## src/design/rv32i_types.sv

```systemverilog
package rv32i_types;

typedef logic [31:0] rv32i_word;
typedef logic [4:0]  rv32i_reg;

typedef enum logic [6:0] {
    op_lui   = 7'b0110111,
    op_auipc = 7'b0010111,
    op_jal   = 7'b1101111,
    op_jalr  = 7'b1100111,
    op_br    = 7'b1100011,
    op_load  = 7'b0000011,
    op_store = 7'b0100011,
    op_imm   = 7'b0010011,
    op_reg   = 7'b0110011,
    op_csr   = 7'b1110011
} rv32i_opcode;

// add, sll, xor, srl, or and and sit on their funct3 codes
typedef enum logic [2:0] {
    alu_add = 3'b000,
    alu_sll = 3'b001,
    alu_sra = 3'b010,
    alu_sub = 3'b011,
    alu_xor = 3'b100,
    alu_srl = 3'b101,
    alu_or  = 3'b110,
    alu_and = 3'b111
} alu_ops;

typedef enum logic [2:0] {
    beq  = 3'b000,
    bne  = 3'b001,
    blt  = 3'b100,
    bge  = 3'b101,
    bltu = 3'b110,
    bgeu = 3'b111
} branch_funct3_t;

typedef enum logic [2:0] {
    add  = 3'b000,
    sll  = 3'b001,
    slt  = 3'b010,
    sltu = 3'b011,
    axor = 3'b100,
    sr   = 3'b101,
    aor  = 3'b110,
    aand = 3'b111
} arith_funct3_t;

typedef enum logic {rs1_out, pc_out} alumux1_sel_t;
typedef enum logic [2:0] {i_imm, u_imm, b_imm, s_imm, rs2_out} alumux2_sel_t;
typedef enum logic {cmp_rs2_out, cmp_i_imm} cmpmux_sel_t;
typedef enum logic [1:0] {rf_alu_out, rf_br_en, rf_u_imm} regfilemux_sel_t;

typedef struct packed {
    rv32i_opcode     opcode;
    alu_ops          aluop;
    branch_funct3_t  cmpop;
    rv32i_reg        rd;
    logic            load_regfile;
    regfilemux_sel_t regfilemux_sel;
    alumux1_sel_t    alumux1_sel;
    alumux2_sel_t    alumux2_sel;
    cmpmux_sel_t     cmpmux_sel;
} rv32i_control_word;

endpackage : rv32i_types

```

## src/design/id_ex_if.sv

```systemverilog
`timescale 1ns/1ps

interface id_ex_if;
    import rv32i_types::*;

    logic              valid;
    rv32i_control_word ctrl;
    rv32i_word         pc;
    rv32i_word         rs1_data;
    rv32i_word         rs2_data;
    rv32i_word         i_imm;
    rv32i_word         s_imm;
    rv32i_word         b_imm;
    rv32i_word         u_imm;

    modport decode (
        output valid, ctrl, pc, rs1_data, rs2_data, i_imm, s_imm, b_imm, u_imm
    );

    modport execute (
        input valid, ctrl, pc, rs1_data, rs2_data, i_imm, s_imm, b_imm, u_imm
    );
endinterface : id_ex_if

```

## src/design/control_rom.sv

```systemverilog
`timescale 1ns/1ps

module control_rom
(
    input  rv32i_types::rv32i_word         data,
    input  rv32i_types::rv32i_word         u_imm,
    output rv32i_types::rv32i_control_word ctrl
);
    import rv32i_types::*;

    rv32i_opcode opcode;
    logic [2:0]  funct3;
    logic        alt_op;

    assign opcode = rv32i_opcode'(data[6:0]);
    assign funct3 = data[14:12];
    assign alt_op = u_imm[30]; // funct7 bit 5 lives in the upper immediate bits too

    function automatic void set_defaults();
        ctrl.opcode         = opcode;
        ctrl.aluop          = alu_add;
        ctrl.cmpop          = branch_funct3_t'(funct3);
        ctrl.rd             = data[11:7];
        ctrl.load_regfile   = 1'b0;
        ctrl.regfilemux_sel = rf_alu_out;
        ctrl.alumux1_sel    = rs1_out;
        ctrl.alumux2_sel    = i_imm;
        ctrl.cmpmux_sel     = cmp_rs2_out;
    endfunction

    function automatic void write_reg(regfilemux_sel_t sel);
        ctrl.load_regfile   = 1'b1;
        ctrl.regfilemux_sel = sel;
    endfunction

    function automatic void set_alu(alumux1_sel_t sel1, alumux2_sel_t sel2, alu_ops op);
        ctrl.alumux1_sel = sel1;
        ctrl.alumux2_sel = sel2;
        ctrl.aluop       = op;
    endfunction

    function automatic void set_cmp(cmpmux_sel_t sel, branch_funct3_t op);
        ctrl.cmpmux_sel = sel;
        ctrl.cmpop      = op;
    endfunction

    // OP-IMM and OP share everything but the second operand and the sub variant
    function automatic void decode_arith(alumux2_sel_t sel2, cmpmux_sel_t csel, logic reg_op);
        unique case (arith_funct3_t'(funct3))
            slt:
            begin
                write_reg(rf_br_en);
                set_cmp(csel, blt);
            end
            sltu:
            begin
                write_reg(rf_br_en);
                set_cmp(csel, bltu);
            end
            sr:
            begin
                write_reg(rf_alu_out);
                if (alt_op)
                    set_alu(rs1_out, sel2, alu_sra);
                else
                    set_alu(rs1_out, sel2, alu_srl);
            end
            add:
            begin
                write_reg(rf_alu_out);
                if (reg_op && alt_op)
                    set_alu(rs1_out, sel2, alu_sub);
                else
                    set_alu(rs1_out, sel2, alu_add);
            end
            default:
            begin
                write_reg(rf_alu_out);
                set_alu(rs1_out, sel2, alu_ops'(funct3));
            end
        endcase
    endfunction

    always_comb
    begin
        set_defaults();
        case (opcode)
            op_lui:
                write_reg(rf_u_imm);
            op_auipc:
            begin
                write_reg(rf_alu_out);
                set_alu(pc_out, rv32i_types::u_imm, alu_add); // port shadows the select name
            end
            op_br:
            begin
                set_alu(pc_out, b_imm, alu_add);
                set_cmp(cmp_rs2_out, branch_funct3_t'(funct3));
            end
            op_imm:
                decode_arith(i_imm, cmp_i_imm, 1'b0);
            op_reg:
                decode_arith(rs2_out, cmp_rs2_out, 1'b1);
            default:
                ctrl = '0; // loads, stores, jumps and system do nothing in this slice
        endcase
    end
endmodule : control_rom

```

## src/design/regfile.sv

```systemverilog
`timescale 1ns/1ps

module regfile
(
    input  logic                   clk,
    input  logic                   rst,
    input  logic                   we,
    input  rv32i_types::rv32i_reg  rd,
    input  rv32i_types::rv32i_word wdata,
    input  rv32i_types::rv32i_reg  rs1,
    input  rv32i_types::rv32i_reg  rs2,
    output rv32i_types::rv32i_word rs1_data,
    output rv32i_types::rv32i_word rs2_data
);
    import rv32i_types::*;

    rv32i_word regs [1:31]; // x0 has no storage and always reads zero

    always_ff @(posedge clk)
    begin
        if (rst)
        begin
            for (int i = 1; i < 32; i++)
                regs[i] <= '0;
        end
        else if (we && rd != '0)
        begin
            regs[rd] <= wdata;
        end
    end

    function automatic rv32i_word read_port(rv32i_reg idx);
        if (idx == '0)
            return '0;
        else if (we && idx == rd)
            return wdata; // same-cycle write is forwarded to the reader
        else
            return regs[idx];
    endfunction

    always_comb
    begin
        rs1_data = read_port(rs1);
        rs2_data = read_port(rs2);
    end
endmodule : regfile

```

## src/design/decode_stage.sv

```systemverilog
`timescale 1ns/1ps

module decode_stage
(
    input  logic                   clk,
    input  logic                   rst,
    input  logic                   instr_valid,
    input  rv32i_types::rv32i_word instr,
    input  rv32i_types::rv32i_word pc,
    input  logic                   wb_we,
    input  rv32i_types::rv32i_reg  wb_rd,
    input  rv32i_types::rv32i_word wb_data,
    id_ex_if.decode                out
);
    import rv32i_types::*;

    rv32i_reg          rs1;
    rv32i_reg          rs2;
    rv32i_word         rs1_data;
    rv32i_word         rs2_data;
    rv32i_word         i_imm;
    rv32i_word         s_imm;
    rv32i_word         b_imm;
    rv32i_word         u_imm;
    rv32i_control_word ctrl;

    assign rs1   = instr[19:15];
    assign rs2   = instr[24:20];
    assign i_imm = {{21{instr[31]}}, instr[30:20]};
    assign s_imm = {{21{instr[31]}}, instr[30:25], instr[11:7]};
    assign b_imm = {{20{instr[31]}}, instr[7], instr[30:25], instr[11:8], 1'b0};
    assign u_imm = {instr[31:12], 12'h000};

    control_rom rom0 (.data(instr), .u_imm(u_imm), .ctrl(ctrl));

    regfile rf0 (
        .clk(clk), .rst(rst), .we(wb_we), .rd(wb_rd), .wdata(wb_data),
        .rs1(rs1), .rs2(rs2), .rs1_data(rs1_data), .rs2_data(rs2_data)
    );

    always_ff @(posedge clk)
    begin
        if (rst)
            out.valid <= 1'b0;
        else
            out.valid <= instr_valid;
    end

    always_ff @(posedge clk)
    begin
        out.ctrl     <= ctrl;
        out.pc       <= pc;
        out.rs1_data <= rs1_data;
        out.rs2_data <= rs2_data;
        out.i_imm    <= i_imm;
        out.s_imm    <= s_imm;
        out.b_imm    <= b_imm;
        out.u_imm    <= u_imm;
    end
endmodule : decode_stage

```

## src/design/execute_stage.sv

```systemverilog
`timescale 1ns/1ps

module execute_stage
(
    id_ex_if.execute               in,
    output logic                   wb_we,
    output rv32i_types::rv32i_reg  wb_rd,
    output rv32i_types::rv32i_word wb_data,
    output logic                   br_valid,
    output logic                   br_taken,
    output rv32i_types::rv32i_word br_target
);
    import rv32i_types::*;

    rv32i_word alu_a;
    rv32i_word alu_b;
    rv32i_word alu_result;
    rv32i_word cmp_b;
    logic      br_en;

    always_comb
    begin
        unique case (in.ctrl.alumux1_sel)
            pc_out:  alu_a = in.pc;
            default: alu_a = in.rs1_data;
        endcase

        unique case (in.ctrl.alumux2_sel)
            u_imm:   alu_b = in.u_imm;
            b_imm:   alu_b = in.b_imm;
            s_imm:   alu_b = in.s_imm;
            rs2_out: alu_b = in.rs2_data;
            default: alu_b = in.i_imm;
        endcase

        cmp_b = (in.ctrl.cmpmux_sel == cmp_i_imm) ? in.i_imm : in.rs2_data;
    end

    always_comb
    begin
        unique case (in.ctrl.aluop)
            alu_sll: alu_result = alu_a << alu_b[4:0];
            alu_sra: alu_result = rv32i_word'($signed(alu_a) >>> alu_b[4:0]);
            alu_sub: alu_result = alu_a - alu_b;
            alu_xor: alu_result = alu_a ^ alu_b;
            alu_srl: alu_result = alu_a >> alu_b[4:0];
            alu_or:  alu_result = alu_a | alu_b;
            alu_and: alu_result = alu_a & alu_b;
            default: alu_result = alu_a + alu_b;
        endcase
    end

    always_comb
    begin
        case (in.ctrl.cmpop)
            beq:     br_en = (in.rs1_data == cmp_b);
            bne:     br_en = (in.rs1_data != cmp_b);
            blt:     br_en = ($signed(in.rs1_data) < $signed(cmp_b));
            bge:     br_en = ($signed(in.rs1_data) >= $signed(cmp_b));
            bltu:    br_en = (in.rs1_data < cmp_b);
            bgeu:    br_en = (in.rs1_data >= cmp_b);
            default: br_en = 1'b0;
        endcase
    end

    always_comb
    begin
        unique case (in.ctrl.regfilemux_sel)
            rf_br_en: wb_data = {31'b0, br_en};
            rf_u_imm: wb_data = in.u_imm;
            default:  wb_data = alu_result;
        endcase
    end

    assign wb_we     = in.valid & in.ctrl.load_regfile;
    assign wb_rd     = in.ctrl.rd;
    assign br_valid  = in.valid && (in.ctrl.opcode == op_br);
    assign br_taken  = br_valid & br_en;
    assign br_target = alu_result; // pc plus the B immediate for branches
endmodule : execute_stage

```

## src/design/rv32i_slice.sv

```systemverilog
`timescale 1ns/1ps

module rv32i_slice
(
    input  logic                   clk,
    input  logic                   rst,
    input  logic                   instr_valid,
    input  rv32i_types::rv32i_word instr,
    input  rv32i_types::rv32i_word pc,
    output logic                   wb_valid,
    output rv32i_types::rv32i_reg  wb_rd,
    output rv32i_types::rv32i_word wb_data,
    output logic                   br_valid,
    output logic                   br_taken,
    output rv32i_types::rv32i_word br_target
);
    logic wb_we;

    id_ex_if id_ex ();

    decode_stage decode0 (
        .clk(clk), .rst(rst), .instr_valid(instr_valid), .instr(instr), .pc(pc),
        .wb_we(wb_we), .wb_rd(wb_rd), .wb_data(wb_data),
        .out(id_ex.decode)
    );

    execute_stage execute0 (
        .in(id_ex.execute),
        .wb_we(wb_we), .wb_rd(wb_rd), .wb_data(wb_data),
        .br_valid(br_valid), .br_taken(br_taken), .br_target(br_target)
    );

    assign wb_valid = wb_we; // strobe on every real register write including rd of x0
endmodule : rv32i_slice

```

## config.mk

```make
export PLATFORM = sky130hd
export DESIGN_NAME = rv32i_slice
export DESIGN_NICKNAME = d
export VERILOG_FILES = /design/src/design/rv32i_types.sv /design/src/design/id_ex_if.sv /design/src/design/control_rom.sv /design/src/design/regfile.sv /design/src/design/decode_stage.sv /design/src/design/execute_stage.sv /design/src/design/rv32i_slice.sv
export SDC_FILE = /design/constraint.sdc
export NUM_CORES = 2
export LEC_CHECK = 0
export ABC_AREA = 1
export BUFFER_PORTS_ARGS = -buffer_cell sky130_fd_sc_hd__buf_2
export CAP_MARGIN = 20
export CORE_MARGIN = 2
export CORE_UTILIZATION = 45
export CTS_CLUSTER_DIAMETER = 150
export DETAILED_ROUTE_END_ITERATION = 8
export GPL_ROUTABILITY_DRIVEN = 0
export PLACE_DENSITY = 0.62
export SYNTH_ARGS = -nofsm -noshare
export SYNTH_HDL_FRONTEND = slang
export SYNTH_HIERARCHICAL = 1
export SYNTH_SLANG_ARGS = --single-unit
```

## constraint.sdc

```tcl
create_clock -name clk -period 6.55 [get_ports clk]
set_input_delay 0.9825 -clock clk [delete_from_list [all_inputs] [get_ports clk]]
set_output_delay 0.9825 -clock clk [all_outputs]
set_load 0.01 [all_outputs]
```

* Word level (Yosys, flattened, before mapping)
Memory sizes are Yosys's and may differ from the RTL's. Cells that the tools add are included.
Storage, ports and cells: register bits after elaboration 179, bits in writable memories 992, output and inout port bits 72, memories kept 1
Operators by class: add/sub/neg operators 2, order comparisons 4, eq/ne operators 31, shift-type cells 3, mux-type cells 28, bitwise logic cells 5, reductions and logical operators 15
Memory list:
- decode0.rf0.regs | depth 31, bits a word 32, rd ports 2, clocked after Yosys merged registers in 0, write ports 31, RTL line regfile.sv:17 | rv32i_word regs [1:31];
Operator list (count):
- 32-bit case mux with 7 select lines | 1
- 32-bit 2-to-1 mux | 5
- 32-bit case mux with 4 select lines | 1
- 32-bit greater-or-equal comparator | 2
- 32-bit < comparator | 2
- 32-bit case mux with 2 select lines | 1
- 32-bit adder | 1
- 32-bit bitwise AND | 1
- 32-bit equality test | 1
- 32-bit inequality test | 1
- 32-bit bitwise OR | 1
- 32-bit OR reduction | 1
- 32-bit by 5-bit << shifter with 32-bit output | 1
- 32-bit by 5-bit >> shifter with 32-bit output | 1
- 32-bit by 5-bit >>> shifter with 32-bit output | 1
- 32-bit subtractor | 1
- 32-bit XOR | 1
- 3-bit equality test, second input constant | 10
- 3-bit case mux with 2 select lines | 4
- 3-bit by 2-bit equality test with 1-bit output, second input constant | 6
- 3-bit case mux with 3 select lines | 2
- 7-bit by 5-bit equality test with 1-bit output, second input constant | 2
- 7-bit by 6-bit equality test with 1-bit output, second input constant | 2
- 7-bit equality test, second input constant | 2
- 18 further kinds | 37

* Logic depth before layout (Yosys ltp)
word-level depth 7, mapped depth 40

* Cells and area by module
The synthesis kept the hierarchy.
By module, submodules not included:
- regfile | instances 1, cells each 7386, area each 58551.2 um^2, seq. area each 30749.5 um^2
- execute_stage | instances 1, cells each 2272, area each 11928.9 um^2, seq. area each 0.0 um^2
- decode_stage | instances 1, cells each 254, area each 3749.8 um^2, seq. area each 2962.8 um^2
- control_rom | instances 1, cells each 92, area each 406.6 um^2, seq. area each 0.0 um^2

* Worst setup path after synthesis
Ideal clock, no wire load.
path type reg2out, start register, netlist name decode0/out.ctrl[1], end output wb_data[28], arrival 4.167 ns, required time 5.568 ns, path slack 1.401 ns, stages on the path, launching flop included 36, cell sequence dfxtp_1 > nor2_2 > nand2_2 > nand2_4 > inv_4 > buf_6 > nand2_4 > nand2_4 > inv_2 > buf_6 > buf_4 > ha_1 > inv_1 > nor2_1 > nand2_2 > nor2_2 > inv_2 > nor2_4 > nand4_2 > o21ai_2 > o21ai_1 > xor2_1 > ha_1 > nand2_1 > inv_1 > nand2_1 > nor3_1 > nand2_1 > or2_2 > nand2_1 > nand2_1 > nand2_1 > nand2_1 > nand3_1 > nand2_1 > nand2_1
On the way: word-level cells in the longest chain between the ends 5
Ends and longest elaborated chain:
- 3-bit equality test (tied with other cells) | RTL line execute_stage.sv:28 | unique case (in.ctrl.alumux2_sel)
- 32-bit case mux with 4 select lines (*) | RTL line execute_stage.sv:28
- 32-bit adder (tied with other cells) | RTL line execute_stage.sv:49 | default: alu_result = alu_a + alu_b;
- 32-bit case mux with 7 select lines (*) | RTL line execute_stage.sv:41 | unique case (in.ctrl.aluop)
- named net br_target[28] | RTL line rv32i_slice.sv:15 | output rv32i_types::rv32i_word br_target
- 32-bit case mux with 2 select lines (*) | RTL line execute_stage.sv:68 | unique case (in.ctrl.regfilemux_sel)
- to (decl) | RTL line rv32i_slice.sv:12 | output rv32i_types::rv32i_word wb_data,
The timed path passes the listed nets; every way through them passes the cells marked *.

* Worst setup path in the final report
start register, netlist name decode0/out.ctrl[1], end output wb_data[30]
On the way: word-level cells in the longest chain between the ends 5
Ends and longest elaborated chain (RTL line):
- 3-bit equality test (tied with other cells) | execute_stage.sv:28
- 32-bit case mux with 4 select lines (*) | execute_stage.sv:28
- 32-bit adder (tied with other cells) | execute_stage.sv:49
- 32-bit case mux with 7 select lines (*) | execute_stage.sv:41
- 32-bit case mux with 2 select lines (*) | execute_stage.sv:68
Every way passes the cells marked *; elsewhere a longest branch is shown, timed or not.

==> run_results.csv <==
group,metric,value,unit
status,run_status,"finished, violations left",
status,failing_checks,"design-rule violations",
synth,synth_flop_type,"sky130_fd_sc_hd__edfxtp_1",
die,start_util,45.29,%
sta,maxClockFrequency,154.1,MHz
routing,initialDrtViolationCount,11470,
synth,synthArstFlopShare,0,%
hold_path,hold_path_class,"in2reg",
clocking,cts.sinks,1172,
die,floorplan.die.width,411.3,µm
routing,via_per_inst,6.014,
routing,number_of_design_rule_violations_left_after_detail_routing,1,
cells_and_area,post_route_cells_drive_above_1_share,8.923,%
synth,post_synth_instance_area,0.07464,mm²
placed_design,dpl.cell_count,11730,
setup_path,minimum_setup_slack_among_reg_to_reg_paths,0.92,ns
cells_and_area,area_growth,8.223,%
setup_path,timing.critical_path.required,5.57,ns
sta,report.final.setup_viol,0,
placed_design,port_buffers,138,
clocking,clock-root-buffer,"sky130_fd_sc_hd__clkbuf_16",
setup_path,critical_path.n_buffers_inverters,7,
routing,drt-wirelength-per-cell,25.73,µm
synth,synth.lib_cells_used.distinct,66,
sta,setup_ws,0.05987,ns
clocking,path_clk_slew,0.07,ns
setup_path,cp_max_fo,37,
power_and_ir_drop,p_per_area,262.9,mW/mm²
sta,setup-tns-final,0,ns
clocking,cts_max_level,4,
synth,synth_enable_flop_cells,1024,
power_and_ir_drop,p_total,21.24,mW
power_and_ir_drop,leakagePower,35.52,nW
hold_path,worst_case_hold_path_end_point,"decode0/out.pc[29]",
setup_path,worst_r2r_path_depth,36,
die,rows,149,
cells_and_area,layout.cells.most_common_list,"sky130_fd_sc_hd__nand2_1 (2488), sky130_fd_sc_hd__nor2_1 (1555), sky130_fd_sc_hd__nand3_1 (1346)",
routing,drt_first_pass_iters,9,
setup_path,cp.arrival,5.51,ns
setup_path,end_kind,"primary output",
setup_path,r2r_start,"decode0/out.ctrl[1]",
cells_and_area,instances_no_fill,12010,
sta,fin_crit_sh,99.09,%
power_and_ir_drop,worst_ir_drop_vdd,300.6,µV
sta,worstMarginPinSlew,1.171,ns
clocking,tritoncts,"built",
grt,track_usage,35.41,%
synth,synth_cells,10000,
grt,grt_remaining_overflow,0,
cells_and_area,design_area,0.08077,mm²
setup_path,max_stage_delay,0.43,ns
grt,grt_pass1_vias,66430,
routing,route.antenna.remaining_nets,0,
die,io_pins,139,
setup_path,crit_path_start_kind,"register",
synth,ys.warnings.count,6,
cells_and_area,final_nets,9906,
synth,postSynthAreaPerCell,7.461,µm²
grt,grt_first_pass_wirelength,440.8,mm
setup_path,worst-setup-path-type,"reg2out",
sta,slew_headroom,21.48,%
die,fp.dieH,411.3,µm
grt,grt_max_degree,201,
sta,timing.clock.skew,0.03990,ns
setup_path,worst_path_dominant_cell_family,"simple AND/OR/NAND/NOR gates",
sta,report.final.hold_viol_count,0,
sta,timing_max_transition_violations_final,0,
cells_and_area,layout.cells.most_common,"sky130_fd_sc_hd__nand2_1",
setup_path,worst_path_most_repeated_cell,"sky130_fd_sc_hd__nand2_1",
synth,synth-seq-area-share,45.17,%
flow_run,max_cap_viol_count,0,
sta,final_period_minus_worst_setup_slack,6.490,ns
clocking,insertion_delay,0.82,ns
routing,wl,309.0,mm
cells_and_area,fin_util,49.01,%
die,dieArea,0.1691,mm²
placed_design,worst_setup_timing_slack_at_the_placement_stage,0.3594,ns
clocking,cts_made_buffers,134,
hold_path,startpoint_of_the_most_critical_hold_path,"pc[29]",
routing,dr_total_vias,72230,
sta,fin_worst_hold_slack,0.2715,ns
clocking,cts_buffer_depth,3,
placed_design,postPlaceCellArea,0.07575,mm²
grt,grt_antenna_before_repair,20,
die,fp.coreArea,0.1648,mm²
synth,postSynthRegisterBits,1172,
placed_design,dp_hpwl,193.2,mm
clocking,holdBufCountCts,0,
setup_path,reg2reg_to,"decode0/rf0/regs[24][26]",
setup_path,critPathSlowestCell,"sky130_fd_sc_hd__dfxtp_4",
hold_path,number_of_cells_traversed_by_the_worst_hold_path,1,
## Yosys cell counts, types with 7 or more instances
library cell	number	area, µm²
sky130_fd_sc_hd__nand2_2	26	162.7
sky130_fd_sc_hd__inv_1	839	3149
sky130_fd_sc_hd__buf_1	83	311.6
sky130_fd_sc_hd__nor2_1	1564	5871
sky130_fd_sc_hd__o21ai_0	476	2382
sky130_fd_sc_hd__mux2i_1	23	230.2
sky130_fd_sc_hd__nand3_1	1350	6756
sky130_fd_sc_hd__a21oi_1	317	1587
sky130_fd_sc_hd__a21oi_2	43	376.6
sky130_fd_sc_hd__a31oi_1	7	43.79
sky130_fd_sc_hd__o211ai_1	215	1614
sky130_fd_sc_hd__inv_2	18	67.56
sky130_fd_sc_hd__edfxtp_1	1024	30750
sky130_fd_sc_hd__or2_2	57	356.6
sky130_fd_sc_hd__nor3_1	30	150.1
sky130_fd_sc_hd__buf_2	293	1466
sky130_fd_sc_hd__xor2_1	37	324.1
sky130_fd_sc_hd__o21ai_1	87	435.4
sky130_fd_sc_hd__dfxtp_1	148	2963
sky130_fd_sc_hd__buf_4	124	930.9
sky130_fd_sc_hd__nand4_1	58	362.9
sky130_fd_sc_hd__nor2_4	14	157.7
sky130_fd_sc_hd__nor2_2	18	112.6
sky130_fd_sc_hd__nand3_2	16	160.2
sky130_fd_sc_hd__nand2_4	8	90.09
sky130_fd_sc_hd__and2_1	8	50.05
sky130_fd_sc_hd__ha_1	129	1614
sky130_fd_sc_hd__a221oi_1	16	140.1
sky130_fd_sc_hd__o21ai_2	7	61.31
sky130_fd_sc_hd__buf_6	56	630.6
sky130_fd_sc_hd__nand2_1	2530	9497
sky130_fd_sc_hd__clkbuf_1	295	1107
sky130_fd_sc_hd__a211oi_1	7	52.55
## state kept, by name, summed over array words and instances, names as in the netlist
register / count
decode0/out.pc: 32
decode0/rf0/regs: 1024
decode0/out.s_imm: 11
decode0/out.rs2_data: 32
decode0/out.ctrl: 26
decode0/out.i_imm: 5
decode0/out.valid: 1
decode0/out.u_imm: 9
decode0/out.rs1_data: 32
## routing by layer
| metal | part of all wire [%] | GRT usage (%) | wire (µm) |
|---|---|---|---|
| met1 | 36 | 44.09 | 110800 |
| met2 | 42 | 51.50 | 128900 |
| met3 | 14 | 10.94 | 43080 |
| met4 | 8.4 | 26.48 | 26010 |
| met5 | 0.050 | 0 | 156 |
## power by group
group | switching, mW | leakage [nW] | internal [mW]
Combinational | 4.09 | 21.3 | 1.24
Clock | 3.15 | 2.05 | 4.15
Sequential | 0.204 | 12.1 | 8.40
Total | 7.44 | 35.5 | 13.8
## what timing repair did
action                                  in CTS  in global routing
cloned                                       0                  1
endpoints found under the setup margin      20                 36
pin swaps                                    3                 22
gates resized for setup                     17                 72
buffers inserted                             1                 16
## kinds of logic (layout without fill, tap and decap cells)
group                      count (synthesis)  after routing  synth area share (%)
xor gates and xnor gates                  41             41                0.4811
buffers and inverters                   1720           1489                 10.40
other                                      3             51               0.01509
and+or+nand+nor                         5699           5700                 32.04
AOI/OAI and AO/OA                       1215           1215                 9.389
muxes                                     24             24                0.3235
adders and majority gates                130            130                 2.189
DFF                                     1172           1172                 45.17
## worst max-delay path by stage
stage                        startpoint     endpoint  cells past startpoint
floorplan           decode0/out.ctrl[1]  wb_data[28]                     35
global placement    decode0/out.ctrl[1]  wb_data[28]                     33
detailed placement  decode0/out.ctrl[1]  wb_data[28]                     33
CTS                 decode0/out.ctrl[1]  wb_data[18]                     29
global route        decode0/out.ctrl[1]  wb_data[29]                     33
finish              decode0/out.ctrl[1]  wb_data[30]                     29
## area by class of cell
class | instances | area (µm²)
inverters | 865 | 3294
diodes | 5 | 12.51
fillers | 16020 | 84030
multi-input cells | 7156 | 33710
well taps | 2189 | 2739
flip-flops and latches | 1172 | 33720
clock inverters | 58 | 377.9
clock buffers | 186 | 3820
repair buffers | 380 | 3099
(Power assumes the default switching activity.)
